===== src/ucstats_pkg.sv =====
/*
 * uC statistics block shared definitions
 * widths, address fields, constants, state encodings and stage structs
 */
package ucstats_pkg;

   // ----------------------------------------
   // widths
   // ----------------------------------------
   localparam int byte_w     = 8;
   localparam int word_w     = 32;
   // 5b sfp selector above 5b word offset
   localparam int ram_addr_w = 10;
   localparam int ram_depth  = 1 << ram_addr_w;
   localparam int uc_addr_w  = 16;

   // ----------------------------------------
   // uC address fields
   // ----------------------------------------
   // set on a write, clear on a read
   localparam int addr_wr_bit = 15;
   // bits 14..11 must be zero
   localparam int rsvd_lsb    = 11;
   localparam int rsvd_w      = 4;
   // address space select in bits 11..10
   localparam int space_lsb   = 10;

   localparam logic [1:0] space_stat = 2'd0;
   localparam logic [1:0] space_fpga = 2'd1;

   // fpga space offsets
   localparam logic [ram_addr_w-1:0] ofs_interval_mark = 10'd1;
   localparam logic [ram_addr_w-1:0] ofs_id            = 10'd2;

   localparam logic [word_w-1:0] id_word       = 32'hc001_c0de;
   localparam logic [word_w-1:0] bad_addr_word = 32'hdead_beef;

   // equal samples needed before a control level is taken
   localparam int debounce_len = 2;
   localparam int deb_cnt_w    = $clog2(debounce_len + 1);

   // ----------------------------------------
   // state encodings
   // ----------------------------------------
   typedef enum logic [4:0] {
      uc_idle       = 5'h00, uc_addr0      = 5'h01, uc_addr1      = 5'h02,
      uc_addr_dec   = 5'h03, uc_data0      = 5'h04, uc_data0_b    = 5'h05,
      uc_data1      = 5'h06, uc_data2      = 5'h07, uc_data3      = 5'h08,
      uc_wr_ram     = 5'h09, uc_rd_ram     = 5'h0a, uc_rd_master  = 5'h0b,
      uc_rd_master2 = 5'h0c, uc_rd_drive0  = 5'h0d, uc_rd_drive1  = 5'h0e,
      uc_rd_drive2  = 5'h0f, uc_rd_drive3  = 5'h10, uc_rd_done    = 5'h11,
      uc_invalid_wr = 5'h12, uc_early_done = 5'h13, uc_done       = 5'h14,
      uc_error      = 5'h1f
   } uc_state_e;

   typedef enum logic [2:0] {
      bank_idle          = 3'h0,
      bank_writing       = 3'h1,
      bank_interval_done = 3'h2,
      bank_update        = 3'h3,
      bank_error         = 3'h7
   } bank_state_e;

   // ----------------------------------------
   // stage structs
   // ----------------------------------------
   typedef struct packed {
      logic              cs;
      logic              master;
      logic              valid_rise;
      logic              valid_fall;
      logic [byte_w-1:0] data;
   } uc_bus_t;

   typedef struct packed {
      logic                  wr_en;
      logic                  rd_en;
      logic [ram_addr_w-1:0] addr;
      logic [word_w-1:0]     data;
   } stat_access_t;

endpackage


===== src/uc_input_sync.sv =====
/*
 * uC pin input stage
 * dual-flop sync, debounce of cs/valid/master, valid edge pulses
 */
module uc_input_sync (
   input  logic                           clk,
   input  logic                           uc_rst_n,
   input  logic                           cs,
   input  logic                           valid,
   input  logic                           master,
   input  logic [ucstats_pkg::byte_w-1:0] data,
   output ucstats_pkg::uc_bus_t           bus
);

   // sync vector holds cs, valid, master then the data byte
   logic [ucstats_pkg::byte_w+2:0]          meta_q;
   logic [ucstats_pkg::byte_w+2:0]          sync_q;
   logic [2:0]                              ctl_s;
   // debounced controls, same order: cs valid master
   logic [2:0]                              deb_q;
   logic [2:0][ucstats_pkg::deb_cnt_w-1:0]  cnt_q;
   logic                                    valid_q;

   // ----------------------------------------
   // synchronizers
   // ----------------------------------------
   always_ff @(posedge clk or negedge uc_rst_n) begin
      if (!uc_rst_n) begin
         meta_q <= '0;
         sync_q <= '0;
      end else begin
         meta_q <= {cs, valid, master, data};
         sync_q <= meta_q;
      end
   end

   assign ctl_s = sync_q[ucstats_pkg::byte_w +: 3];

   // ----------------------------------------
   // debounce and edge detect
   // ----------------------------------------
   // a level is taken after debounce_len samples in a row that differ from it,
   // one odd sample restarts the count
   always_ff @(posedge clk or negedge uc_rst_n) begin
      if (!uc_rst_n) begin
         cnt_q   <= '0;
         deb_q   <= '0;
         valid_q <= 1'b0;
      end else begin
         for (int i = 0; i < 3; i++) begin
            if (ctl_s[i] == deb_q[i]) begin
               cnt_q[i] <= '0;
            end else if (cnt_q[i] == ucstats_pkg::deb_cnt_w'(ucstats_pkg::debounce_len - 1)) begin
               deb_q[i] <= ctl_s[i];
               cnt_q[i] <= '0;
            end else begin
               cnt_q[i] <= cnt_q[i] + 1'b1;
            end
         end
         // previous debounced valid for the edge pulses
         valid_q <= deb_q[1];
      end
   end

   assign bus.cs         = deb_q[2];
   assign bus.master     = deb_q[0];
   assign bus.valid_rise = deb_q[1] & ~valid_q;
   assign bus.valid_fall = ~deb_q[1] & valid_q;
   // data only sees the sync delay, it settles well before valid is accepted
   assign bus.data       = sync_q[ucstats_pkg::byte_w-1:0];

endmodule


===== config.mk =====
export PLATFORM = sky130hd
export DESIGN_NAME = uc_input_sync
export DESIGN_NICKNAME = d
export VERILOG_FILES = /design/src/ucstats_pkg.sv /design/src/uc_input_sync.sv
export SDC_FILE = /design/constraint.sdc
export NUM_CORES = 1
export LEC_CHECK = 0
export BUFFER_PORTS_ARGS = -buffer_cell sky130_fd_sc_hd__buf_2
export CAP_MARGIN = 10
export CORE_UTILIZATION = 50
export CTS_CLUSTER_DIAMETER = 60
export CTS_CLUSTER_SIZE = 20
export DETAILED_ROUTE_END_ITERATION = 6
export PLACE_DENSITY_LB_ADDON = 0.08
export SLEW_MARGIN = 20
export SYNTH_ARGS = -nofsm -noshare
export SYNTH_HDL_FRONTEND = slang
export SYNTH_SLANG_ARGS = --single-unit

===== constraint.sdc =====
create_clock -name clk -period 1.15 [get_ports clk]
set_clock_uncertainty 0.05 [all_clocks]
set_input_delay 0.115 -clock clk [delete_from_list [all_inputs] [get_ports clk]]
set_output_delay 0.115 -clock clk [all_outputs]
set_load 0.05 [all_outputs]

# Yosys cells after proc, flatten, opt, wreduce, memory -nomap -nowiden
# Cells that the tools add are included.
# word_totals
reg_bits	32
out_inout_bits	12
wordCells	34
# op_classes
add_sub_neg	3
n_eq_ne	6
muxes	6
bitwise	7
n_reduce_logical	3
# ops
op	count
$mux W2	6
$add A2 B1 Y2 const B	3
$eq A2 B1 Y1 const B	3
$reduce_and A2 Y1	3
$not A1 Y1	5
$eq A1 B1 Y1	3
$and A1 B1 Y1	2

# Depth between registers and ports, before layout
# logic_depth
ltp_word	3
depth_mapped	2
ltp_nobuf	2

# Least setup slack after synthesis
# No wires, ideal clock.
# synth_path
path_type	register to output
start	reg deb_q[1]
end	out bus[9] in the netlist's numbering
arrival_ns	1.107
t_required_ns	0.985
setup_slack_ns	-0.122
path_stages_with_launch	2
n_path_buf	0
cell_sequence	dfrtp_1 > nor2b_1
# synth_rtl
element	line	source
start: declaration	uc_input_sync.sv:20	logic [2:0] deb_q;
start signal: indexed assignment	uc_input_sync.sv:54	deb_q[i] <= ctl_s[i];
end: declaration	uc_input_sync.sv:12	output ucstats_pkg::uc_bus_t bus

==> qor.csv <==
stage,metric,value,unit
drt,Starting DRT DRC Count,1,
clock_tree,Sink Count,32,
floorplanning,die area,2270,µm²
clock_tree,clock-pin slew on the worst setup and hold paths,80,ps
sta,min Tclk post-route,1280,ps
synth,share of the synthesized area in the top cell type,76.9,%
layout,"leading cell type in the layout, fill and taps excluded",dfrtp_1,
drt,routed wire length,1.37,mm
critical_path,worst-path cell chain,and2b_1 -> buf_6,
power,power density cells,2210,nW/µm²
status,status,"finished, violations left",
layout,nets,107,
synth,Post-Synth XOR/XNOR Area,2.52,%
floorplanning,Die X-Extent,47.6,µm
synth,Mapped Cells,59,
synth,Post-Syn Nets,72,
synth,compound-gate portion of the synthesized area,0,%
layout,"commonest non-fill, non-tap cells in the layout","dfrtp_1 (32), buf_2 (19), dlygate4sd3_1 (12)",
sta,Setup TNS,-174,ps
sta,final count of hold timing violations,0,
drt,drt via density,4.27,
synth,Simple-Gate Fraction of Synth Area,9.01,%
place,input/output buffers,24,
sta,max-slew violation count,0,
drt,post-route ant nets,0,
drt,Initial DRT Pass Iterations,2,
critical_path,crit path DAT,1110,ps
global_route,first-pass GRT wire length,2.08,mm
place,dpl hpwl,803,µm
clock_tree,Root Driver,clkbuf_4,
sta,worst slew pin tran,376,ps
status,violations in the final reports,setup timing,
sta,endpoints failing setup,2,
floorplanning,Initial Utilization,53.1,%
global_route,total track usage,16.3,%
synth,Synth cell types,10,
synth,largest family of logic cells by synthesized area,simple AND/OR/NAND/NOR gates,
sta,Final period util,111,%
drt,routed len/inst,11.2,µm
clock_tree,Worst-Skew Late Latency,310,ps
synth,"Cell Area, Synth",1040,µm²
sta,final worst setup slack,-126,ps
drt,DRC,0,
global_route,largest net degree at the start of global routing,33,
synth,"area leader, netlist",dfrtp_1,
critical_path,Setup crit start kind,register,
layout,Synth-to-Final Area Change,29.1,%
synth,post-synthesis mux area share,4.33,%
drt,Via Count,521,
global_route,remaining global-route overflow,0,
power,VDD IR max,1250,µV
critical_path,CP Max Fanout,4,
clock_tree,TritonCTS buffer count,5,
synth,post-synthesis sequential area ratio,76.9,%
critical_path,Slowest Stage Delay on Critical Path,410,ps
floorplanning,std cell rows,16,
layout,fraction of layout cells with a size suffix above 1,42.1,%
clock_tree,depth of the CTS H-tree,2,
global_route,initial antenna violation count,0,
sta,Max Clock Freq,783,MHz
place,placer's final routability congestion estimate,0.628,
synth,adder-cell share of the synthesized area,0,%
job,Max Cap Viol,0,
floorplanning,Core ar.,1960,µm²
synth,"flops & latches, synth",32,
floorplanning,Die Height,47.6,µm
power,Pwr Total,2.98,mW
global_route,vias in the first global route,487,
floorplanning,Boundary Pins,25,
critical_path,crit path max-delay cell type,dfrtp_1,
critical_path,crit end category,output port,
critical_path,Worst R2R Start,deb_q[1],
sta,RSZ-0062 raised after global routing,yes,
critical_path,Critical Path RT,990,ps
synth,yosys warns,0,
sta,slew margin rel.,75.0,%
clock_tree,CTS max path bufs,2,
critical_path,crit path from,deb_q[1],
critical_path,Crit Path Class,register to output port,
clock_tree,CTS tree,yes,
layout,# diodes,0,
power,leak pwr,0.649,nW
synth,syn_area_per_cell,17.6,µm²
min_path,Hold Path Class,primary input to async pin,
synth,Synth area leaders,"dfrtp_1 (77%), buf_4 (7.2%), mux2_4 (4.3%)",
## metrics by stage
stage / hold slack (ps) / setup WS [ps] / utilization [%] / instances / instance area (µm²)
after global routing: 318 / -195 / 68.5 / 122 / 1340
after global placement: 93.6 / 153 / 57.6 / 101 / 1130
after CTS: 279 / -118 / 68.0 / 122 / 1330
final: 289 / -126 / 68.5 / 122 / 1340
after floorplan: -231 / 116 / - / 59 / 1040
after detailed placement: 101 / 131 / 57.6 / 101 / 1130
## cell families (layout without fill, tap and decap cells)
| group | after synthesis | in the layout |
|---|---|---|
| DFF | 32 | 32 |
| buffers and inverters | 10 | 46 |
| and+or+nand+nor | 11 | 11 |
| muxes | 3 | 3 |
| xor gates and xnor gates | 3 | 3 |
## worst max-delay path, delay by kind of cell (launching register included)
family | cells | cell delay [ps]
buffers and inverters | 1 | 160
AND/OR/NAND/NOR | 1 | 230
flip-flops | 1 | 410
## cell type report
cell class              count  area (µm²)
fillers                   157         618
clock buffers               8        58.8
repair buffers             38         283
well taps                  27        33.8
flip-flops and latches     32         801
multi-input cells          17         168
## worst paths after layout
| check | to | slack, ps | cells after the start |
|---|---|---|---|
| worst max-delay path | bus[8] | -130 | 2 |
| worst min-delay path | cnt_q[1] | 290 | 3 |
| worst max register to register | cnt_q[2] | 110 | 3 |
| worst min register to register | sync_q[10] | 300 | 0 |
| max in group asynchronous | sync_q[9] | 490 | 3 |
| min in group clk | sync_q[10] | 300 | 0 |
## routing by layer
metal  vias to the layer above  GRT usage [%]  part of all wire [%]
li1                        249              -                     -
met1                       253           14.2                    38
met2                        17           24.4                    55
met3                         2           12.5                   5.7
met4                         0           13.3                   1.7
met5                         -              0                     0
## registers in the layout (all words and copies together), names as in the netlist
name and count:
cnt_q 6, deb_q 3, meta_q 11, sync_q 11, valid_q 1
## power by group
group	internal [mW]	switching, mW
Combinational	0.448	0.497
Sequential	1.29	0.125
Clock	0.301	0.319
## cells in the mapped netlist, drive strengths merged
| library cell | instances |
|---|---|
| buf | 10 |
| xnor2 | 3 |
| nor2b | 4 |
| dfrtp | 32 |
| nor3b | 3 |
| nor2 | 3 |
| mux2 | 3 |
| and2b | 1 |
## timing repair
action,in CTS,in global routing
setup endpoints to repair,4,5
setup buffers,1,0
hold buffers,12,0
gates resized for setup,6,3
endpoints found under the hold margin,43,0
Note: power is estimated with default switching activity, not from simulation.
