[src/ucstats_pkg.sv]
/*
 * uC statistics block shared definitions
 * widths, address fields, constants, state encodings and stage structs
 */
package ucstats_pkg;

   // ----------------------------------------
   // widths
   // ----------------------------------------
   localparam int byte_w     = 8;
   localparam int word_w     = 32;
   // 5b sfp selector above 5b word offset
   localparam int ram_addr_w = 10;
   localparam int ram_depth  = 1 << ram_addr_w;
   localparam int uc_addr_w  = 16;

   // ----------------------------------------
   // uC address fields
   // ----------------------------------------
   // set on a write, clear on a read
   localparam int addr_wr_bit = 15;
   // bits 14..11 must be zero
   localparam int rsvd_lsb    = 11;
   localparam int rsvd_w      = 4;
   // address space select in bits 11..10
   localparam int space_lsb   = 10;

   localparam logic [1:0] space_stat = 2'd0;
   localparam logic [1:0] space_fpga = 2'd1;

   // fpga space offsets
   localparam logic [ram_addr_w-1:0] ofs_interval_mark = 10'd1;
   localparam logic [ram_addr_w-1:0] ofs_id            = 10'd2;

   localparam logic [word_w-1:0] id_word       = 32'hc001_c0de;
   localparam logic [word_w-1:0] bad_addr_word = 32'hdead_beef;

   // equal samples needed before a control level is taken
   localparam int debounce_len = 2;
   localparam int deb_cnt_w    = $clog2(debounce_len + 1);

   // ----------------------------------------
   // state encodings
   // ----------------------------------------
   typedef enum logic [4:0] {
      uc_idle       = 5'h00, uc_addr0      = 5'h01, uc_addr1      = 5'h02,
      uc_addr_dec   = 5'h03, uc_data0      = 5'h04, uc_data0_b    = 5'h05,
      uc_data1      = 5'h06, uc_data2      = 5'h07, uc_data3      = 5'h08,
      uc_wr_ram     = 5'h09, uc_rd_ram     = 5'h0a, uc_rd_master  = 5'h0b,
      uc_rd_master2 = 5'h0c, uc_rd_drive0  = 5'h0d, uc_rd_drive1  = 5'h0e,
      uc_rd_drive2  = 5'h0f, uc_rd_drive3  = 5'h10, uc_rd_done    = 5'h11,
      uc_invalid_wr = 5'h12, uc_early_done = 5'h13, uc_done       = 5'h14,
      uc_error      = 5'h1f
   } uc_state_e;

   typedef enum logic [2:0] {
      bank_idle          = 3'h0,
      bank_writing       = 3'h1,
      bank_interval_done = 3'h2,
      bank_update        = 3'h3,
      bank_error         = 3'h7
   } bank_state_e;

   // ----------------------------------------
   // stage structs
   // ----------------------------------------
   typedef struct packed {
      logic              cs;
      logic              master;
      logic              valid_rise;
      logic              valid_fall;
      logic [byte_w-1:0] data;
   } uc_bus_t;

   typedef struct packed {
      logic                  wr_en;
      logic                  rd_en;
      logic [ram_addr_w-1:0] addr;
      logic [word_w-1:0]     data;
   } stat_access_t;

endpackage

[src/stat_bank_ctrl.sv]
/*
 * statistics bank controller
 * swaps the uC bank after an interval mark once no LE read is open
 */
module stat_bank_ctrl (
   input  logic clk,
   input  logic uc_rst_n,
   input  logic wr_commit,
   input  logic interval_mark,
   input  logic le_req,
   input  logic le_done,
   output logic wrbank_sel,
   output logic gnt
);

   ucstats_pkg::bank_state_e state_q;
   logic                     le_active_q;
   logic                     le_active;

   // LE read is open from the request level until the done pulse
   assign le_active = le_active_q | le_req;

   // ----------------------------------------
   // bank swap state machine
   // ----------------------------------------
   always_ff @(posedge clk or negedge uc_rst_n) begin
      if (!uc_rst_n) begin
         state_q <= ucstats_pkg::bank_idle;
      end else begin
         case (state_q)
            ucstats_pkg::bank_idle:
               if (wr_commit) state_q <= ucstats_pkg::bank_writing;
            ucstats_pkg::bank_writing:
               if (interval_mark) state_q <= ucstats_pkg::bank_interval_done;
            // a fresh commit cancels this swap, an open LE read defers it
            ucstats_pkg::bank_interval_done:
               if (wr_commit) state_q <= ucstats_pkg::bank_writing;
               else if (!le_active) state_q <= ucstats_pkg::bank_update;
            ucstats_pkg::bank_update:
               state_q <= ucstats_pkg::bank_idle;
            default:
               state_q <= ucstats_pkg::bank_error;
         endcase
      end
   end

   // ----------------------------------------
   // bank select, LE tracking, grant
   // ----------------------------------------
   always_ff @(posedge clk or negedge uc_rst_n) begin
      if (!uc_rst_n) begin
         wrbank_sel  <= 1'b0;
         le_active_q <= 1'b0;
         gnt         <= 1'b0;
      end else begin
         if (state_q == ucstats_pkg::bank_update) wrbank_sel <= ~wrbank_sel;
         if (le_req) le_active_q <= 1'b1;
         else if (le_done) le_active_q <= 1'b0;
         // only the first cycle of a held request is granted
         gnt <= le_req & ~le_active_q;
      end
   end

endmodule

[config.mk]
export PLATFORM = sky130hd
export DESIGN_NAME = stat_bank_ctrl
export DESIGN_NICKNAME = d
export VERILOG_FILES = /design/src/ucstats_pkg.sv /design/src/stat_bank_ctrl.sv
export SDC_FILE = /design/constraint.sdc
export NUM_CORES = 1
export LEC_CHECK = 0
export ABC_AREA = 0
export BUFFER_PORTS_ARGS = -buffer_cell sky130_fd_sc_hd__buf_2
export CAP_MARGIN = 20
export CORE_AREA = 2 2 39 41
export DETAILED_ROUTE_END_ITERATION = 8
export DIE_AREA = 0 0 41 43
export PLACE_DENSITY = 0.4
export SYNTH_ARGS = -nofsm -noshare
export SYNTH_HDL_FRONTEND = slang
export SYNTH_SLANG_ARGS = --single-unit
[constraint.sdc]
create_clock -name clk -period 2.42 [get_ports clk]
set_input_delay 0.242 -clock clk [delete_from_list [all_inputs] [get_ports clk]]
set_output_delay 0.242 -clock clk [all_outputs]
set_load 0.05 [all_outputs]
# == Word-level counts from Yosys, hierarchy flattened ==
# Index checks and enable logic that the tools add are counted.
# totals
reg_bits,6
in_bits,6
out_inout_bits,2
word_cells,24
# op_classes
eq_ne,6
mux,7
bitwise,4
n_reduce_logical,3
# ops
operator,count
3-bit two-way mux,4
3-bit case mux with 4 select lines,1
"3-bit by 2-bit equality test with 1-bit output, second input constant",2
"2-bit inequality test, second input constant",2
"3-bit by 1-bit equality test with 1-bit output, second input constant",1
3-bit zero test,1
"3-bit inequality test, second input constant",1
3-bit AND reduction,1
1-bit two-way mux,2
1-bit NOT,2
2-bit nonzero test,1
1-bit bitwise AND,1
1-bit bitwise OR,1

# == Longest topological paths before layout ==
# logic_depth
ltp_word,4
ltp_mapped,2
depth_no_buf,2

# == Worst setup path before layout ==
# OpenSTA, ideal clock, no wires.
# synth_path
kind,flip-flop to flip-flop
from,register state_q[0]
to,register state_q[0]
setup_ns,0.139
t_arrival_ns,1.002
slack_ns,1.279
path_stages_with_launch,3
n_path_buf,0
path_cell_list,dfrtp_1 > nor3b_1 > or4_1
# synth_between
elab_chain_len,3
# synth_rtl
element,line,rtl
from (decl),stat_bank_ctrl.sv:16,ucstats_pkg::bank_state_e state_q;
from (signal assigned),stat_bank_ctrl.sv:28,state_q <= ucstats_pkg::bank_idle;
from (signal assigned),stat_bank_ctrl.sv:32,if (wr_commit) state_q <= ucstats_pkg::bank_writing;
from (signal assigned),stat_bank_ctrl.sv:34,if (interval_mark) state_q <= ucstats_pkg::bank_interval_done;
"3-bit by 2-bit equality test with 1-bit output, or another cell as far along",stat_bank_ctrl.sv:30,case (state_q)
3-bit inequality test (no line) or 2-bit inequality test (tied branches),n/a,
3-bit AND reduction (no line),n/a,
# Several ways; a longest one is shown, not always the timed one.
# A chain may end at the register's enable or synchronous reset.

# == Final worst setup path ==
# Ends and elaborated chain as after synthesis.

==> summary.txt <==
Run status
  – Status: finished clean

Die
  – I/O pin count: 8
  – Chip height: roughly 43 um
  – Width of the chip: approximately 41 um
  – Initial core utilization: 0.173
  – DIE AREA: around 0.0018 mm2
  – Num rows: 14
  – Core ar.: ~0.0014 mm2

Layout
  – Share of cells above drive strength 1: 0.345
  – Area growth syn-to-layout: 35.1%
  – Fin nets: 37
  – N_diodes: 0
  – Finished Core Util: 0.233
  – Final instance area: between 300 and 400 um2

Pwr
  – Max VDD drop: between 0.0002 and 0.00025 V
  – Leak: roughly 0.16 nW
  – Power Density: 1010 mW/mm2
  – Total chip power: between 0.0003 and 0.0004 W

Clocking
  – Clock slew at reported path FFs: 0.05 ns
  – CTS resizes: 0
  – Cts bufs inserted: 3
  – CTS tree: done
  – Clk root buf: clkbuf_4
  – Hold_buf cts: 1
  – Clk sinks: 6
  – Skew-Pair Late Insertion Delay: about 0.25 ns
  – Post-CTS Setup Inserts: 0
  – CTS Buffer Depth: 2
  – H-tree levels: 1

Global routing
  – First-pass GRT wire length: 807 um
  – Largest net degree at the start of global routing: 7
  – Initial antenna violation count: 0
  – GRT overflow: 0
  – Vias in the first global route: 209
  – GRT Total Usage: 0.0778

Detailed routing
  – DR vias: 174
  – DR iter-0 viols: 0
  – Metal3 WL: ~25 um
  – Avg WL per Cell: about 9.9 um
  – Post-route antenna net violation count: 0
  – Wire length on met2: roughly 210 um
  – TritonRoute pass-1 iters: 1
  – Top Layer Used: met4
  – Post-route DRC: 0
  – WL met1: between 150 and 200 um
  – WL final: about 440 um
  – Via density: between 3 and 4

Worst hold path
  – Hold Path Class: input pin to register

Synth
  – Synth Cell Area: ~240 um2
  – Flops & latches, synth: 6
  – Syn_area_per_cell: ~13 um2
  – Total number of yosys warnings: 0
  – Post-Synthesis Cells: 19
  – Synthesized net count: 25
  – Number of distinct library cells after synthesis: 13
  – Sequential fraction of the synthesis area: 0.628

Worst setup path
  – Critical Path Source Type: register
  – CP Max Fanout: 6
  – Slowest CP cell: or4_1
  – Worst EP arrival: about 1.3 ns
  – Crit-path max cell delay: just over 0.5 ns
  – CP Cell Sequence: nor3b_1, or4_1
  – Worst EP required: 2.53 ns
  – Worst Setup End Kind: register
  – Worst setup path category: register to register

Placed design
  – Gpl congestion: ~0.66
  – Port-buffer cells: 7
  – Post-place setup slack: around 1.2 ns
  – Placed Area: 290 um2

Timing
  – Setup violators final: 0
  – Least-Margin Pin Slew: about 0.24 ns
  – Worst Skew: ~0.0030 ns
  – Fin worst setup slack: about 1.2 ns
  – Slew margin rel.: 0.840
  – Final Slew Violations: 0
  – RSZ-0062 raised after global routing: false
  – Clock period minus worst slack: around 1.2 ns
  – Hold Vio Cnt, Final: 0
  – Period utilization: 0.496
  – Maximum clock rate: around 830 MHz
  – Post-route setup TNS: 0 ns

Flow run
  – Max cap viols: 0
==> layer usage <==
layer	vias up	global-route usage
met5	-	0
met4	0	0.100
met3	4	0.0314
met2	5	0.103
met1	79	0.0754
li1	86	-
==> registers in the layout, indices dropped and copies added (netlist names) <==
name	flops
state_q	3
gnt	1
le_active_q	1
wrbank_sel	1
==> worst max-delay path: cells and delay by family (launching register included) <==
family        cells  cell delay (ns)
flops             1             0.41
simple gates      2             0.66
==> cell type report <==
type                            instances  area (um2)
Tap cell                               16        20.0
Inverter                                1        3.75
Timing Repair Buffer                    8        45.0
Multi-Input combinational cell         11        81.3
Fill cell                             152        1060
Clock buffer                            3        22.5
Sequential cell                         6         150
==> cell families after synthesis <==
kind of cell,after synthesis,share of synthesized area
AO/OA/AOI/OAI,2,0.0733
flip-flops,6,0.628
buffers and inverters,2,0.0314
XOR/XNOR,1,0.0367
AND/OR/NAND/NOR,8,0.230
==> cells in the final DEF, fill, tap and decap left out <==
cell           count
buf_2              7
dlygate4sd3_1      1
nor4b_1            1
nand3b_1           1
nor3b_1            1
a221o_1            1
and2b_1            1
inv_1              1
nor2_1             1
clkbuf_4           3
dfrtp_1            6
a21o_1             1
nor2b_1            2
xnor2_1            1
or4_1              1
==> where the power goes <==
group	switching, W	total [W]	internal (W)
clock network	0.0000393	0.0000956	0.0000563
registers	0.0000187	0.000141	0.000122
logic	0.0000525	0.0000891	0.0000366
total	0.000110	0.000325	0.000215
==> path summary, 6_finish.rpt <==
| check | from | endpoint | slack, ns | depth (start not counted) |
|---|---|---|---|---|
| setup / recovery | state_q[0] | state_q[0] | 1.22 | 2 |
| hold / removal | le_req | le_active_q | 0.21 | 2 |
| setup reg to reg | state_q[0] | state_q[0] | 1.22 | 2 |
| hold reg to reg | state_q[2] | state_q[2] | 0.41 | 0 |
| max in group asynchronous | uc_rst_n | state_q[0] | 1.92 | 2 |
| min in group asynchronous | uc_rst_n | gnt | 0.35 | 2 |
==> metrics by stage <==
stage	std cells	hold WS, ns
CTS	45	0.204
global placement	41	0.0729
detailed placement	41	0.0767
floorplan	19	-0.0536
global route	45	0.210
finish	45	0.206
==> Yosys cell counts <==
cell,n,area (um2)
dfrtp_1,6,150
a21o_1,1,7.51
or4_1,1,7.51
a221o_1,1,10.0
inv_1,1,3.75
and2b_1,1,7.51
clkbuf_1,1,3.75
nor2_1,1,3.75
nor2b_1,2,12.5
nor4b_1,1,8.76
xnor2_1,1,8.76
nor3b_1,1,7.51
nand3b_1,1,7.51
No activity file was read; power rests on OpenSTA's default activity.
