--- src/ucstats_pkg.sv ---
/*
 * uC statistics block shared definitions
 * widths, address fields, constants, state encodings and stage structs
 */
package ucstats_pkg;

   // ----------------------------------------
   // widths
   // ----------------------------------------
   localparam int byte_w     = 8;
   localparam int word_w     = 32;
   // 5b sfp selector above 5b word offset
   localparam int ram_addr_w = 10;
   localparam int ram_depth  = 1 << ram_addr_w;
   localparam int uc_addr_w  = 16;

   // ----------------------------------------
   // uC address fields
   // ----------------------------------------
   // set on a write, clear on a read
   localparam int addr_wr_bit = 15;
   // bits 14..11 must be zero
   localparam int rsvd_lsb    = 11;
   localparam int rsvd_w      = 4;
   // address space select in bits 11..10
   localparam int space_lsb   = 10;

   localparam logic [1:0] space_stat = 2'd0;
   localparam logic [1:0] space_fpga = 2'd1;

   // fpga space offsets
   localparam logic [ram_addr_w-1:0] ofs_interval_mark = 10'd1;
   localparam logic [ram_addr_w-1:0] ofs_id            = 10'd2;

   localparam logic [word_w-1:0] id_word       = 32'hc001_c0de;
   localparam logic [word_w-1:0] bad_addr_word = 32'hdead_beef;

   // equal samples needed before a control level is taken
   localparam int debounce_len = 2;
   localparam int deb_cnt_w    = $clog2(debounce_len + 1);

   // ----------------------------------------
   // state encodings
   // ----------------------------------------
   typedef enum logic [4:0] {
      uc_idle       = 5'h00, uc_addr0      = 5'h01, uc_addr1      = 5'h02,
      uc_addr_dec   = 5'h03, uc_data0      = 5'h04, uc_data0_b    = 5'h05,
      uc_data1      = 5'h06, uc_data2      = 5'h07, uc_data3      = 5'h08,
      uc_wr_ram     = 5'h09, uc_rd_ram     = 5'h0a, uc_rd_master  = 5'h0b,
      uc_rd_master2 = 5'h0c, uc_rd_drive0  = 5'h0d, uc_rd_drive1  = 5'h0e,
      uc_rd_drive2  = 5'h0f, uc_rd_drive3  = 5'h10, uc_rd_done    = 5'h11,
      uc_invalid_wr = 5'h12, uc_early_done = 5'h13, uc_done       = 5'h14,
      uc_error      = 5'h1f
   } uc_state_e;

   typedef enum logic [2:0] {
      bank_idle          = 3'h0,
      bank_writing       = 3'h1,
      bank_interval_done = 3'h2,
      bank_update        = 3'h3,
      bank_error         = 3'h7
   } bank_state_e;

   // ----------------------------------------
   // stage structs
   // ----------------------------------------
   typedef struct packed {
      logic              cs;
      logic              master;
      logic              valid_rise;
      logic              valid_fall;
      logic [byte_w-1:0] data;
   } uc_bus_t;

   typedef struct packed {
      logic                  wr_en;
      logic                  rd_en;
      logic [ram_addr_w-1:0] addr;
      logic [word_w-1:0]     data;
   } stat_access_t;

endpackage

--- src/uc_transfer_fsm.sv ---
/*
 * uC register transfer sequencer
 * collects address and write words, decodes, drives read bytes back
 */
module uc_transfer_fsm (
   input  logic                           clk,
   input  logic                           uc_rst_n,
   input  ucstats_pkg::uc_bus_t           bus,
   input  logic [ucstats_pkg::word_w-1:0] uc_rd_data,
   output ucstats_pkg::stat_access_t      access,
   output logic                           wr_commit,
   output logic                           interval_mark,
   output logic [ucstats_pkg::byte_w-1:0] data_out,
   output logic                           data_out_val
);

   ucstats_pkg::uc_state_e                state_q;
   ucstats_pkg::uc_state_e                state_d;
   logic [ucstats_pkg::uc_addr_w-1:0]     addr_q;
   logic [ucstats_pkg::word_w-1:0]        data_q;
   logic [ucstats_pkg::word_w-1:0]        rd_word_q;
   logic                                  rd_cap_q;
   logic                                  is_wr;
   logic                                  rsvd_set;
   logic [1:0]                            space;
   logic [ucstats_pkg::ram_addr_w-1:0]    ofs;
   logic                                  in_fpga;
   logic                                  is_id;
   logic                                  addr_bad;

   // ----------------------------------------
   // address decode
   // ----------------------------------------
   assign is_wr    = addr_q[ucstats_pkg::addr_wr_bit];
   assign rsvd_set = |addr_q[ucstats_pkg::rsvd_lsb +: ucstats_pkg::rsvd_w];
   assign space    = addr_q[ucstats_pkg::space_lsb +: 2];
   assign ofs      = addr_q[ucstats_pkg::ram_addr_w-1:0];
   assign in_fpga  = (space == ucstats_pkg::space_fpga);
   assign is_id    = in_fpga & (ofs == ucstats_pkg::ofs_id);

   // fpga space only has the id word for reads and the interval mark for writes
   assign addr_bad = rsvd_set |
                     (in_fpga & ~is_wr & (ofs != ucstats_pkg::ofs_id)) |
                     (in_fpga &  is_wr & (ofs != ucstats_pkg::ofs_interval_mark));

   assign interval_mark = is_wr & ~rsvd_set & in_fpga & (ofs == ucstats_pkg::ofs_interval_mark);

   // ----------------------------------------
   // transfer sequencer
   // ----------------------------------------
   always_comb begin
      state_d = state_q;
      case (state_q)
         ucstats_pkg::uc_idle:
            if (bus.cs) state_d = ucstats_pkg::uc_addr0;
         // address bytes, low first
         ucstats_pkg::uc_addr0:
            if (!bus.cs) state_d = ucstats_pkg::uc_early_done;
            else if (bus.valid_rise) state_d = ucstats_pkg::uc_addr1;
         ucstats_pkg::uc_addr1:
            if (!bus.cs) state_d = ucstats_pkg::uc_early_done;
            else if (bus.valid_rise) state_d = ucstats_pkg::uc_addr_dec;
         // bad read skips the RAM, bad write waits out cs
         ucstats_pkg::uc_addr_dec:
            if (!bus.cs) state_d = ucstats_pkg::uc_early_done;
            else if (addr_bad) state_d = is_wr ? ucstats_pkg::uc_invalid_wr
                                               : ucstats_pkg::uc_rd_master;
            else state_d = is_wr ? ucstats_pkg::uc_data0 : ucstats_pkg::uc_rd_ram;
         ucstats_pkg::uc_data0:
            if (!bus.cs) state_d = ucstats_pkg::uc_early_done;
            else if (bus.valid_rise) state_d = ucstats_pkg::uc_data1;
         // after a full word a cs drop is a normal end
         ucstats_pkg::uc_data0_b:
            if (!bus.cs) state_d = ucstats_pkg::uc_done;
            else if (bus.valid_rise) state_d = ucstats_pkg::uc_data1;
         ucstats_pkg::uc_data1:
            if (!bus.cs) state_d = ucstats_pkg::uc_early_done;
            else if (bus.valid_rise) state_d = ucstats_pkg::uc_data2;
         ucstats_pkg::uc_data2:
            if (!bus.cs) state_d = ucstats_pkg::uc_early_done;
            else if (bus.valid_rise) state_d = ucstats_pkg::uc_data3;
         // interval mark words are not written to RAM
         ucstats_pkg::uc_data3:
            if (!bus.cs) state_d = ucstats_pkg::uc_early_done;
            else if (bus.valid_rise) state_d = interval_mark ? ucstats_pkg::uc_data0_b
                                                             : ucstats_pkg::uc_wr_ram;
         ucstats_pkg::uc_wr_ram:
            state_d = ucstats_pkg::uc_data0_b;
         ucstats_pkg::uc_rd_ram:
            state_d = bus.cs ? ucstats_pkg::uc_rd_master : ucstats_pkg::uc_early_done;
         // second address byte must fall before master is looked at
         ucstats_pkg::uc_rd_master:
            if (!bus.cs) state_d = ucstats_pkg::uc_early_done;
            else if (bus.valid_fall) state_d = ucstats_pkg::uc_rd_master2;
         ucstats_pkg::uc_rd_master2:
            if (!bus.cs) state_d = ucstats_pkg::uc_early_done;
            else if (!bus.master) state_d = ucstats_pkg::uc_rd_drive0;
         ucstats_pkg::uc_rd_drive0:
            if (!bus.cs) state_d = ucstats_pkg::uc_early_done;
            else if (bus.valid_fall) state_d = ucstats_pkg::uc_rd_drive1;
         ucstats_pkg::uc_rd_drive1:
            if (!bus.cs) state_d = ucstats_pkg::uc_early_done;
            else if (bus.valid_fall) state_d = ucstats_pkg::uc_rd_drive2;
         ucstats_pkg::uc_rd_drive2:
            if (!bus.cs) state_d = ucstats_pkg::uc_early_done;
            else if (bus.valid_fall) state_d = ucstats_pkg::uc_rd_drive3;
         ucstats_pkg::uc_rd_drive3:
            if (!bus.cs) state_d = ucstats_pkg::uc_early_done;
            else if (bus.valid_fall) state_d = ucstats_pkg::uc_rd_done;
         ucstats_pkg::uc_rd_done,
         ucstats_pkg::uc_invalid_wr:
            if (!bus.cs) state_d = ucstats_pkg::uc_done;
         ucstats_pkg::uc_early_done,
         ucstats_pkg::uc_done:
            state_d = ucstats_pkg::uc_idle;
         default:
            state_d = ucstats_pkg::uc_error;
      endcase
   end

   always_ff @(posedge clk or negedge uc_rst_n) begin
      if (!uc_rst_n) begin
         state_q  <= ucstats_pkg::uc_idle;
         addr_q   <= '0;
         rd_cap_q <= 1'b0;
      end else begin
         state_q  <= state_d;
         rd_cap_q <= (state_q == ucstats_pkg::uc_rd_ram);
         if (state_q == ucstats_pkg::uc_addr0 && bus.valid_rise) begin
            addr_q[7:0] <= bus.data;
         end else if (state_q == ucstats_pkg::uc_addr1 && bus.valid_rise) begin
            addr_q[15:8] <= bus.data;
         end else if (state_q == ucstats_pkg::uc_wr_ram) begin
            // auto-increment for the next word of a burst
            addr_q <= addr_q + 1'b1;
         end
      end
   end

   // ----------------------------------------
   // word assembly and read word
   // ----------------------------------------
   always_ff @(posedge clk) begin
      if (bus.valid_rise) begin
         case (state_q)
            ucstats_pkg::uc_data0,
            ucstats_pkg::uc_data0_b: data_q[7:0]   <= bus.data;
            ucstats_pkg::uc_data1:   data_q[15:8]  <= bus.data;
            ucstats_pkg::uc_data2:   data_q[23:16] <= bus.data;
            ucstats_pkg::uc_data3:   data_q[31:24] <= bus.data;
            default: ;
         endcase
      end
      if (state_q == ucstats_pkg::uc_addr_dec && addr_bad) begin
         rd_word_q <= ucstats_pkg::bad_addr_word;
      end else if (rd_cap_q) begin
         rd_word_q <= is_id ? ucstats_pkg::id_word : uc_rd_data;
      end
   end

   assign wr_commit     = (state_q == ucstats_pkg::uc_wr_ram);
   assign access.wr_en  = wr_commit;
   // id word is a constant, RAM is only read for stat space
   assign access.rd_en  = (state_q == ucstats_pkg::uc_rd_ram) & (space == ucstats_pkg::space_stat);
   assign access.addr   = ofs;
   assign access.data   = data_q;

   // read bytes go out low first, one per valid fall
   always_comb begin
      data_out_val = 1'b1;
      case (state_q)
         ucstats_pkg::uc_rd_drive0: data_out = rd_word_q[7:0];
         ucstats_pkg::uc_rd_drive1: data_out = rd_word_q[15:8];
         ucstats_pkg::uc_rd_drive2: data_out = rd_word_q[23:16];
         ucstats_pkg::uc_rd_drive3: data_out = rd_word_q[31:24];
         default: begin
            data_out     = '0;
            data_out_val = 1'b0;
         end
      endcase
   end

endmodule

--- config.mk ---
export PLATFORM = sky130hd
export DESIGN_NAME = uc_transfer_fsm
export DESIGN_NICKNAME = d
export VERILOG_FILES = /design/src/ucstats_pkg.sv /design/src/uc_transfer_fsm.sv
export SDC_FILE = /design/constraint.sdc
export NUM_CORES = 1
export LEC_CHECK = 0
export BUFFER_PORTS_ARGS = -buffer_cell sky130_fd_sc_hd__buf_2
export CAP_MARGIN = 15
export CORE_MARGIN = 5
export CORE_UTILIZATION = 45
export DETAILED_ROUTE_END_ITERATION = 7
export PLACE_DENSITY = 0.81
export SYNTH_ARGS = -nofsm -noshare
export SYNTH_HDL_FRONTEND = slang
export SYNTH_SLANG_ARGS = --single-unit
--- constraint.sdc ---
create_clock -name clk -period 2.25 [get_ports clk]
set_input_delay 0.45 -clock clk [delete_from_list [all_inputs] [get_ports clk]]
set_output_delay 0.45 -clock clk [all_outputs]
set_load 0.1 [all_outputs]
* Yosys cells after proc, flatten, opt, wreduce, memory -nomap -nowiden
Index checks and enable logic that the tools add are counted.
Word-level totals: output and inout port bits 55, input port bits 46, register bits after elaboration 86, logic and storage cells 123
Operators by class: bitwise operators 14, reduce and logical (&&, ||, !) cells 19, eq/ne operators 39, add/subtract/negate cells 1, muxes and demuxes 41
Operators with widths (count):
- 2-to-1 mux 5 bit | 31
- case mux 5 bit (19 select lines) | 1
- equality test 5 x 4 -> 1 bit (second input constant) | 8
- != test 3 bit (second input constant) | 11
- 2-to-1 mux 32 bit | 1
- case mux 8 bit (4 select lines) | 1
- equality test 5 bit (second input constant) | 5
- 2-to-1 mux 8 bit | 3
- equality test 5 x 3 -> 1 bit (second input constant) | 4
- adder 16 x 1 -> 16 bit (second input constant) | 1
- 2-to-1 mux 16 bit | 1
- AND reduction 13 bit | 1
- AND reduction 2 bit | 6
- equality test 10 x 1 -> 1 bit (second input constant) | 1
- equality test 10 x 2 -> 1 bit (second input constant) | 1
- equality test 5 x 2 -> 1 bit (second input constant) | 2
- != test 10 x 1 -> 1 bit (second input constant) | 1
- != test 10 x 2 -> 1 bit (second input constant) | 1
- AND 1 bit | 9
- 2-to-1 mux 4 bit | 2
- OR reduction 4 bit | 2
- != test 2 bit (second input constant) | 3
- OR reduction 2 bit | 3
- equality test 5 x 1 -> 1 bit (second input constant) | 1
- 8 further kinds | 14

* Logic depth before layout (Yosys ltp)
Gate-level depths: netlist of run 1.
depth after elaboration 9, depth in mapped cells 8, gate-level depth less buffers 8

* Least setup slack after synthesis of run 1
OpenSTA, ideal clock, no wires.
path type flip-flop to output port, start reg state_q[1], end out access[42] in the netlist's numbering, buffers on the path 1, arrival time 3.822 ns, slack -2.022 ns, data required time 1.800 ns, cell stages (with the launch flop) 5, cells stage by stage dfrtp_1 buf_4 nor2b_1 nand2_1 nor4_1
RTL lines:
- start: declaration | line uc_transfer_fsm.sv:17 | ucstats_pkg::uc_state_e state_q;
- start signal: assignment | line uc_transfer_fsm.sv:123 | state_q <= ucstats_pkg::uc_idle;
- start signal: assignment | line uc_transfer_fsm.sv:127 | state_q <= state_d;
- end: declaration | line uc_transfer_fsm.sv:10 | output ucstats_pkg::stat_access_t access,

* Worst setup path in the final report of run 1
start reg state_q[1], end out data_out[0] in the netlist's numbering
Between the ends: longest elaborated chain between the ends 2, elaborated cells between the ends (all ways) 5, those cells by class 4 x eq/ne; 1 x mux
Ends and longest elaborated chain:
- equality test 5 bit / equality test 5 x 4 -> 1 bit (equally long branches) | line uc_transfer_fsm.sv:171 | case (state_q)
- case mux 8 bit (4 select lines) * | line uc_transfer_fsm.sv:171
- end: declaration | line uc_transfer_fsm.sv:13 | output logic [ucstats_pkg::byte_w-1:0] data_out,
Every way passes the cells marked *; elsewhere a longest branch is shown, timed or not.

==> flow_summary.json, run 1 <==
{
  "power.share.switching": 0.3212,
  "hpwlAfterDp_mm": 8.723,
  "crit_chain": "nand2b_1 > nor3_4 > buf_4 > a221o_2 > buf_12",
  "fmax_mhz": 434.9,
  "whs_ps": 49.17,
  "grt_usage": 0.2204,
  "ios": 101,
  "first_pass_iters": 5,
  "worst_path_max_delay_cell": "dfrtp_2",
  "antenna_cells": 0,
  "postRouteWirelength_mm": 12.65,
  "finClkSkew_ps": 12.52,
  "yosysMostFrequentCell": "nor2_1",
  "synthXorXnorAreaFrac": 0.02066,
  "io_buffer_count": 100,
  "min_period_over_period": 1.022,
  "vias": 3938,
  "pwr_density_cell_nw_per_um2": 672.0,
  "hp-class": "in2async",
  "clk_pin_slew_ps": 100,
  "synthTopCellsByCount": "nor2_1, nand2_1, dfxtp_1, edfxtp_1, a221o_1",
  "clk_latency_ps": 360,
  "synth_top_family_by_area": "compound AO/OA/AOI/OAI gates",
  "outcome": "finished with violations",
  "cts_hold_buf": 0,
  "drc": 0,
  "worst-path-stages": 5,
  "finalCriticalPeriod_ps": 2299,
  "worst-endpoint-required_ps": 1800,
  "synth_cells": 412,
  "clock-sinks": 86,
  "combPwrFrac": 0.193,
  "first_global_vias": 3760,
  "post-place-cells": 620,
  "synth_area_leader_cell": "edfxtp_1",
  "via_per_inst": 5.931,
  "antenna_found_initial": 0,
  "hold_viol": 0,
  "power.leakage_nw": 2.367,
  "setup_violations": 10,
  "tightest_slew_ps": 517.5,
  "nets": 597,
  "dieArea_sq_um": 11460,
  "wl_per_cell_um": 19.04,
  "syn2layout_area_growth_pct": 35.51,
  "syn_area_sq_um": 4239,
  "synth_edf_count": 32,
  "ir_drop_mv": 0.6444,
  "clkPwrFrac": 0.289,
  "slew_viol_final": 0,
  "die_w_um": 107.1,
  "die_h_um": 107.1,
  "start_util": 0.4610,
  "ff2ff_path_depth": 8,
  "syn_nets": 461,
  "synth_top_cell_area_share": 0.2267,
  "cp_top_family": "flip-flops",
  "overflow": 0,
  "synth-adder-area-share": 0.008855,
  "async_flop_share": 0.2558,
  "grt_pass1_wl_mm": 19.96,
  "yosys.area_share.simple": 0.1662,
  "gp_congestion": 0.9369,
  "worst_slack_ps": -49.43,
  "synth_compound_area_frac": 0.2208,
  "rows": 35,
  "clockBufferDepth": 2,
  "cp-end-kind": "output port",
  "htreeDepth": 3,
  "core-area_sq_um": 9196,
  "crit_path_start_kind": "flop",
  "cts_tree": "built",
  "synthMuxAreaShare": 0.01830,
  "cts_buffers": 9,
  "synth_warnings": 0,
  "final_cells": 664,
  "first_iter_violations": 324,
  "violations": "setup timing",
  "intPower_mw": 2.620,
  "syn_avg_cell_area_sq_um": 10.29,
  "rsz0062_at_grt": "yes",
  "antenna_left": 0,
  "max_slew_margin": 0.6550,
  "layout-drive-gt1-share": 0.4159,
  "postLayoutCoreUtil": 0.6246,
  "synth_ff_type": "edfxtp_1",
  "cp_max_fo": 7,
  "setup_tns_ps": -334.3,
  "ys_ff_latch": 86,
  "grt_start_max_net_pins": 24,
  "p_switching_mw": 1.240,
  "crit_type": "reg2out",
  "pwr-share-seq": 0.518,
  "cts_root_buf": "clkbuf_8",
  "ys_seq_area_frac": 0.5077,
  "crit_buf_inv": 2,
  "ys_types": 62,
  "max-cap-violations": 0,
  "max_stage_delay_ps": 470,
  "cp_data_arrival_time_ps": 1850,
  "dpl_worst_slack_ps": 54.49,
  "synthTopCellsByArea": "edfxtp_1, dfxtp_1, dfrtp_1, a221o_1, nor2_1"
}
==> final timing paths <==
kind                                                 start                    endpoint  slack, ps
worst min-delay path                              uc_rst_n       addr_q[5]$_DFFE_PN0P_         50
worst max-delay path                state_q[1]$_DFFE_PN0P_                 data_out[0]        -50
max in group asynchronous                         uc_rst_n      state_q[2]$_DFFE_PN0P_       1810
worst max register to register      state_q[2]$_DFFE_PN0P_       addr_q[9]$_DFFE_PN0P_         50
min in group clk                             uc_rd_data[5]   rd_word_q[5]$_SDFFE_PP1P_        320
worst min register to register  rd_word_q[31]$_SDFFE_PP1P_  rd_word_q[31]$_SDFFE_PP1P_        490
==> metal layers <==
metal / routed length (um) / track usage
met1: 5381 / 0.3026
met2: 6079 / 0.3432
met3: 888 / 0.04576
met4: 295 / 0.08219
met5: 0 / 0
==> worst reg2reg max path, stage by stage (launching register included) <==
cell and delay, ps:
dfrtp_2 500, buf_4 200, and2b_2 260, nand3_4 110, buf_4 160, nor4_4 350, nand2_1 120, xnor2_1 140
mux2_2 270
==> cell usage in the layout (no fill, tap or decap), types with 4 or more instances in the layout <==
cell type	n
buf_2	87
buf_4	53
nor2_1	36
edfxtp_1	32
dfxtp_1	32
nand2_1	31
a21oi_1	24
a221o_1	18
buf_12	17
o22ai_1	15
o21ai_0	11
dfrtp_1	11
dfrtp_2	11
nand3_1	9
and3_1	9
clkbuf_8	9
a22o_1	8
a221o_2	8
inv_1	8
nand2b_1	7
o21ai_1	7
a22oi_1	7
nor3_1	6
xor2_1	6
a31oi_1	5
o211ai_1	5
a211oi_1	5
nor4_4	4
xnor2_1	4
buf_6	4
==> cells by family after synthesis <==
kind of cell	Yosys count
flops	86
compound gates	126
xor+xnor	10
fa+ha+maj	3
buf+inv	47
mux	6
simple gates	134
==> power by group through the flow <==
stage / Sequential [mW] / Combinational [mW] / Clock [mW]
global route: 2.02 / 0.797 / 1.22
finish: 2.00 / 0.747 / 1.12
floorplan: 1.97 / 0.609 / 0
CTS: 1.99 / 0.728 / 1.12
global placement: 2.01 / 0.680 / 0
detailed placement: 2.02 / 0.694 / 0
==> final cells by class <==
cell class | instances | area (sq um)
fill | 713 | 3452
sequential | 86 | 2166
multi-input combinational | 280 | 1978
timing repair buffer | 161 | 1219
tap | 111 | 138.9
clock buffer | 9 | 123.9
clock inverter | 7 | 78.83
inverter | 10 | 40.04
==> registers in the layout, indices dropped and copies added (netlist names) <==
name / flops
addr_q: 16
data_q: 32
rd_cap_q: 1
rd_word_q: 32
state_q: 5
==> per-stage QoR <==
step / total power [mW] / instance area (sq um)
detailed placement: 2.715 / 5213
global placement: 2.691 / 5213
CTS: 3.841 / 5618
finish: 3.860 / 5744
floorplan: 2.578 / 4293
global route: 4.036 / 5744
==> timing repair <==
| action | in CTS | in global routing |
|---|---|---|
| setup endpoints to repair | 12 | 13 |
| pin swaps | 17 | 12 |
| buffers inserted | 16 | 11 |
| endpoints found under the hold margin | 0 | 0 |
| gates resized for setup | 21 | 11 |
| cloned | 1 | 0 |
No activity file was read; power rests on OpenSTA's default activity.
==> run 2: changes to the inputs <==
--- a/config.mk
+++ b/config.mk
@@ -10,6 +10,7 @@
 export CORE_MARGIN = 5
 export CORE_UTILIZATION = 45
 export DETAILED_ROUTE_END_ITERATION = 7
+export GPL_TIMING_DRIVEN = 0
 export PLACE_DENSITY = 0.81
 export SYNTH_ARGS = -nofsm -noshare
 export SYNTH_HDL_FRONTEND = slang
==> flow_summary.json, run 2 (synthesized netlist as in run 1, its figures left out) <==
{
  "outcome": "finished with violations",
  "violations": "setup timing",
  "cts_tree": "built",
  "htreeDepth": 3,
  "fmax_mhz": 424.4,
  "crit_path_start_kind": "flop",
  "ios": 101,
  "antenna_left": 0,
  "min_period_over_period": 1.047,
  "hpwlAfterDp_mm": 8.765,
  "dpl_worst_slack_ps": -447.8,
  "slew_viol_final": 0,
  "whs_ps": 71.54,
  "first_iter_violations": 409,
  "layout_commonest_cell": "buf_2",
  "wl_per_cell_um": 19.53,
  "setup_violations": 16,
  "core-area_sq_um": 9196,
  "max-cap-violations": 0,
  "final_cells": 685,
  "via_per_inst": 6.001,
  "clk_latency_ps": 360,
  "post-place-cells": 622,
  "cp_data_arrival_time_ps": 1910,
  "clockBufferDepth": 2,
  "cp_max_fo": 5,
  "hold_viol": 0,
  "layout_common_cells": "buf_2, buf_4, nor2_1, edfxtp_1, dfxtp_1",
  "die_w_um": 107.1,
  "cp-end-kind": "output port",
  "finClkSkew_ps": 11.15,
  "ir_drop_mv": 0.5145,
  "pwr_density_cell_nw_per_um2": 651.7,
  "rows": 35,
  "first_pass_iters": 6,
  "nets": 618,
  "syn2layout_area_growth_pct": 37.54,
  "drc": 0,
  "cts_root_buf": "clkbuf_8",
  "clk_pin_slew_ps": 90,
  "crit_type": "reg2out",
  "max_slew_margin": 0.4585,
  "tightest_slew_ps": 809.3,
  "overflow": 0,
  "worst_slack_ps": -106.3,
  "grt_pass1_wl_mm": 20.24,
  "power.leakage_nw": 2.383,
  "clock-sinks": 86,
  "grt_usage": 0.2259,
  "die_h_um": 107.1,
  "vias": 4111,
  "reg_top3": "data_q x32, rd_word_q x32, addr_q x16",
  "antenna_cells": 0,
  "worst-endpoint-required_ps": 1800,
  "io_buffer_count": 99,
  "cts_buffers": 9,
  "postRouteWirelength_mm": 13.38,
  "layout-drive-gt1-share": 0.4164,
  "grt_start_max_net_pins": 23,
  "gp_congestion": 0.9314,
  "finalCriticalPeriod_ps": 2356,
  "first_global_vias": 3982,
  "antenna_found_initial": 0,
  "start_util": 0.4610,
  "rsz0062_at_grt": "yes",
  "fill_cells": 710,
  "dieArea_sq_um": 11460,
  "hp-class": "in2async"
}
run 2: per-layer routing:
layer	up-vias	wire (um)	global-route usage
met5	-	0	0
met4	0	466	0.1096
met3	51	989	0.04335
met2	242	6527	0.3668
met1	1963	5393	0.2885
li1	1855	-	-
run 2: timing repair:
item | 4_1_cts | 5_1_grt
resized for setup | 89 | 14
hold buffers | 0 | 0
gates cloned | 1 | 0
pin swaps | 16 | 11
setup endpoints to repair | 48 | 50
setup buffers | 23 | 24
run 2: power breakdown:
group	internal (mW)	leakage (nW)	switching (mW)
Clock	0.409	0.0772	0.569
Combinational	0.328	1.53	0.506
Sequential	1.83	0.773	0.162
Total	2.56	2.38	1.24
run 2: final cells by class:
| cell class | count | area (sq um) | share of cell area |
|---|---|---|---|
| Clock buffer | 12 | 135.1 | 0.02318 |
| Clock inverter | 4 | 32.53 | 0.005579 |
| Sequential cell | 86 | 2165 | 0.3712 |
| Buffer | 36 | 255.2 | 0.04378 |
| Multi-Input combinational cell | 280 | 2013 | 0.3453 |
| Timing Repair Buffer | 146 | 1049 | 0.1798 |
| Inverter | 10 | 42.54 | 0.007296 |
| Tap cell | 111 | 138.9 | 0.02382 |
run 2: per-stage QoR:
step	utilization	power [mW]	setup TNS, ps	cell area [sq um]
2_1_floorplan	-	2.578	-210.1	4293
3_3_place_gp	0.5358	2.742	-4531	4927
3_5_place_dp	0.5358	2.767	-4903	4927
4_1_cts	0.6079	3.754	-1011	5590
5_1_grt	0.6340	3.957	-2127	5831
6_report	0.6340	3.800	-1085	5831
run 2: worst paths after layout:
| path | startpoint | cells after the start | slack (ps) | end |
|---|---|---|---|---|
| worst max-delay path | state_q[3]$_DFFE_PN0P_ | 7 | -110 | data_out[1] |
| worst min-delay path | uc_rst_n | 1 | 70 | addr_q[4]$_DFFE_PN0P_ |
| worst max register to register | state_q[3]$_DFFE_PN0P_ | 5 | -50 | data_q[18]$_DFFE_PP_ |
| worst min register to register | rd_word_q[10]$_SDFFE_PP1P_ | 1 | 500 | rd_word_q[10]$_SDFFE_PP1P_ |
| max in group asynchronous | uc_rst_n | 1 | 1770 | state_q[1]$_DFFE_PN0P_ |
| min in group clk | uc_rd_data[21] | 2 | 310 | rd_word_q[21]$_SDFFE_PP1P_ |
run 2: worst max-delay path: stages, from the launching register on:
cell and delay, ps:
dfrtp_2 470, buf_8 150, nand2_8 60, nor3_4 40, buf_6 120, a22o_1 190, a221o_2 330, buf_12 180
==> run 3: changes to the inputs <==
--- a/config.mk
+++ b/config.mk
@@ -5,13 +5,15 @@
 export SDC_FILE = /design/constraint.sdc
 export NUM_CORES = 1
 export LEC_CHECK = 0
+export ABC_AREA = 1
 export BUFFER_PORTS_ARGS = -buffer_cell sky130_fd_sc_hd__buf_2
 export CAP_MARGIN = 15
 export CORE_MARGIN = 5
 export CORE_UTILIZATION = 45
 export DETAILED_ROUTE_END_ITERATION = 7
 export GPL_TIMING_DRIVEN = 0
-export PLACE_DENSITY = 0.81
+export PLACE_DENSITY = 0.8
+export SKIP_CTS_REPAIR_TIMING = 1
 export SYNTH_ARGS = -nofsm -noshare
 export SYNTH_HDL_FRONTEND = slang
 export SYNTH_SLANG_ARGS = --single-unit
==> flow_summary.json, run 3 <==
{
  "first_iter_violations": 313,
  "clockBufferDepth": 2,
  "syn2layout_area_growth_pct": 31.49,
  "clkPwrFrac": 0.111,
  "slew_viol_final": 0,
  "crit_end": "data_out[4]",
  "ys_types": 43,
  "ff2ff_path_depth": 4,
  "clk_latency_ps": 360,
  "antenna_cells": 0,
  "htreeDepth": 3,
  "cp-end-kind": "output port",
  "overflow": 0,
  "via_per_inst": 5.278,
  "violations": "setup timing",
  "antenna_left": 0,
  "syn_area_sq_um": 4529,
  "postLayoutCoreUtil": 0.6093,
  "cts_buffers": 9,
  "drc": 0,
  "synth_edf_count": 32,
  "synth_ff_type": "edfxtp_1",
  "hp-class": "in2async",
  "combPwrFrac": 0.599,
  "p_switching_mw": 4.382,
  "finClkSkew_ps": 13.91,
  "power.share.switching": 0.5129,
  "cts_root_buf": "clkbuf_8",
  "postRouteWirelength_mm": 13.08,
  "rrSetupSlack_ps": 160,
  "cts_tree": "built",
  "gp_congestion": 0.9945,
  "ir_drop_mv": 0.9827,
  "synth_top_cell_area_share": 0.2122,
  "layout_commonest_cell": "nand2_1",
  "crit_chain": "buf_6 > nor2_4 > nand3_4 > buf_12 > o2111ai_4 > buf_12",
  "first_pass_iters": 5,
  "syn_nets": 587,
  "start_util": 0.4634,
  "async_flop_share": 0.2558,
  "grt_usage": 0.2083,
  "hold_viol": 0,
  "dpl_worst_slack_ps": -135.2,
  "grt_pass1_wl_mm": 19.37,
  "hpwlAfterDp_mm": 9.441,
  "worst_slack_ps": -78.50,
  "rows": 36,
  "clock-sinks": 86,
  "max_slew_margin": 0.3484,
  "core-area_sq_um": 9774,
  "layout-drive-gt1-share": 0.3615,
  "cp_common_cell": "buf_12",
  "tightest_slew_ps": 970.0,
  "wl_per_cell_um": 16.18,
  "nets": 719,
  "intPower_mw": 4.163,
  "cp_max_fo": 9,
  "die_w_um": 110.3,
  "finalCriticalPeriod_ps": 2329,
  "crit_type": "reg2out",
  "outcome": "finished with violations",
  "vias": 4265,
  "max-cap-violations": 0,
  "synthTopCellsByCount": "nand2_1, nor2_1, inv_1, nand3_1",
  "synth_warnings": 0,
  "first_global_vias": 3945,
  "max_stage_delay_ps": 380,
  "design_power_total_mw": 8.545,
  "crit_path_start_kind": "flop",
  "clk_pin_slew_ps": 90,
  "setup_violations": 7,
  "syn_avg_cell_area_sq_um": 8.419,
  "power.leakage_nw": 2.720,
  "antenna_found_initial": 0,
  "worst-endpoint-required_ps": 1800,
  "dieArea_sq_um": 12170,
  "ios": 101,
  "synth_cells": 538,
  "ys_seq_area_frac": 0.4751,
  "regToRegStartpoint": "state_q[3]$_DFFE_PN0P_",
  "yosysMostFrequentCell": "nand2_1",
  "grt_start_max_net_pins": 23,
  "ys_ff_latch": 86,
  "synth_area_leader_cell": "edfxtp_1",
  "synthTopCellsByArea": "edfxtp_1, dfxtp_1, dfrtp_1, nand2_1, nor2_1",
  "worst_path_max_delay_cell": "dfrtp_1",
  "pwr_density_cell_nw_per_um2": 1435,
  "r2r_end": "data_q[6]$_DFFE_PP_",
  "min_period_over_period": 1.035,
  "die_h_um": 110.3,
  "pwr-share-seq": 0.290,
  "rsz0062_at_grt": "yes",
  "fmax_mhz": 429.5,
  "cp_data_arrival_time_ps": 1880,
  "crit_path_start": "state_q[1]$_DFFE_PN0P_",
  "reg_top3": "data_q x32, rd_word_q x32, addr_q x16",
  "layout_common_cells": "nand2_1, buf_2, nor2_1, inv_1, nand3_1",
  "io_buffer_count": 100
}
==> run 3: changes by cell type after synthesis, sizes merged, moves of 6 or more <==
cell	before	now
inv	10	59
nor2	39	66
a22o	8	0
a221o	26	0
o2111ai	0	6
nand3	10	50
a21oi	24	31
a22oi	7	13
and3	9	0
nand2b	8	0
nand2	35	123
==> run 3: area by class of cell <==
cell class	instances	area (sq um)
buffer	27	205.2
tap	133	166.4
sequential	86	2160
inverter	59	239.0
multi-input combinational	367	2191
clock inverter	6	37.54
fill	793	3819
timing repair buffer	120	829.5
clock buffer	10	127.6
==> run 3: routing by layer <==
layer	track usage	share of wire	vias to the layer above
met5	0	0	-
met4	0.06860	0.016	0
met3	0.04368	0.075	15
met2	0.3575	0.51	187
met1	0.2616	0.40	1990
li1	-	-	2073
==> run 3: cells by family after synthesis <==
| family | share of synthesized area |
|---|---|
| and+or+nand+nor | 0.2804 |
| AOI/OAI and AO/OA | 0.1345 |
| buffers and inverters | 0.08812 |
| DFF | 0.4751 |
| xor gates and xnor gates | 0.01354 |
| adders and majority gates | 0.008288 |
==> run 3: worst max-delay path, delay by kind of cell, from the launching register on <==
kind	cells	cell delay, ps
buffers and inverters	3	530
flip-flops	1	380
AND/OR/NAND/NOR	2	390
AO/OA/AOI/OAI	1	210
==> run 3: worst min-delay path by stage <==
stage,startpoint,to,slack [ps],cells past startpoint
2_1_floorplan,uc_rst_n,addr_q[0]$_DFFE_PN0P_,150,0
3_5_place_dp,uc_rst_n,state_q[2]$_DFFE_PN0P_,460,1
4_1_cts,uc_rst_n,addr_q[2]$_DFFE_PN0P_,70,1
3_3_place_gp,rd_word_q[31]$_SDFFE_PP1P_,rd_word_q[31]$_SDFFE_PP1P_,450,2
6_report,uc_rst_n,addr_q[2]$_DFFE_PN0P_,70,1
5_1_grt,uc_rst_n,addr_q[2]$_DFFE_PN0P_,100,1
==> run 3: stage by stage <==
| step | instance area (sq um) | hold slack, ps | TNS [ps] | std cells |
|---|---|---|---|---|
| after floorplan | 4678 | 154.4 | -265.0 | 538 |
| after global placement | 5345 | 452.5 | -472.1 | 771 |
| after detailed placement | 5350 | 461.1 | -549.3 | 772 |
| after CTS | 5515 | 68.66 | -4897 | 788 |
| after global routing | 5956 | 95.42 | -867.9 | 808 |
| final | 5956 | 68.85 | -339.4 | 808 |
==> run 3: power by group through the flow <==
stage	registers [mW]	clock network, mW	logic (mW)
detailed placement	2.47	0	4.45
global route	2.52	1.05	5.48
global placement	2.45	0	4.36
CTS	2.44	0.965	4.46
floorplan	2.59	0	3.52
finish	2.47	0.951	5.12
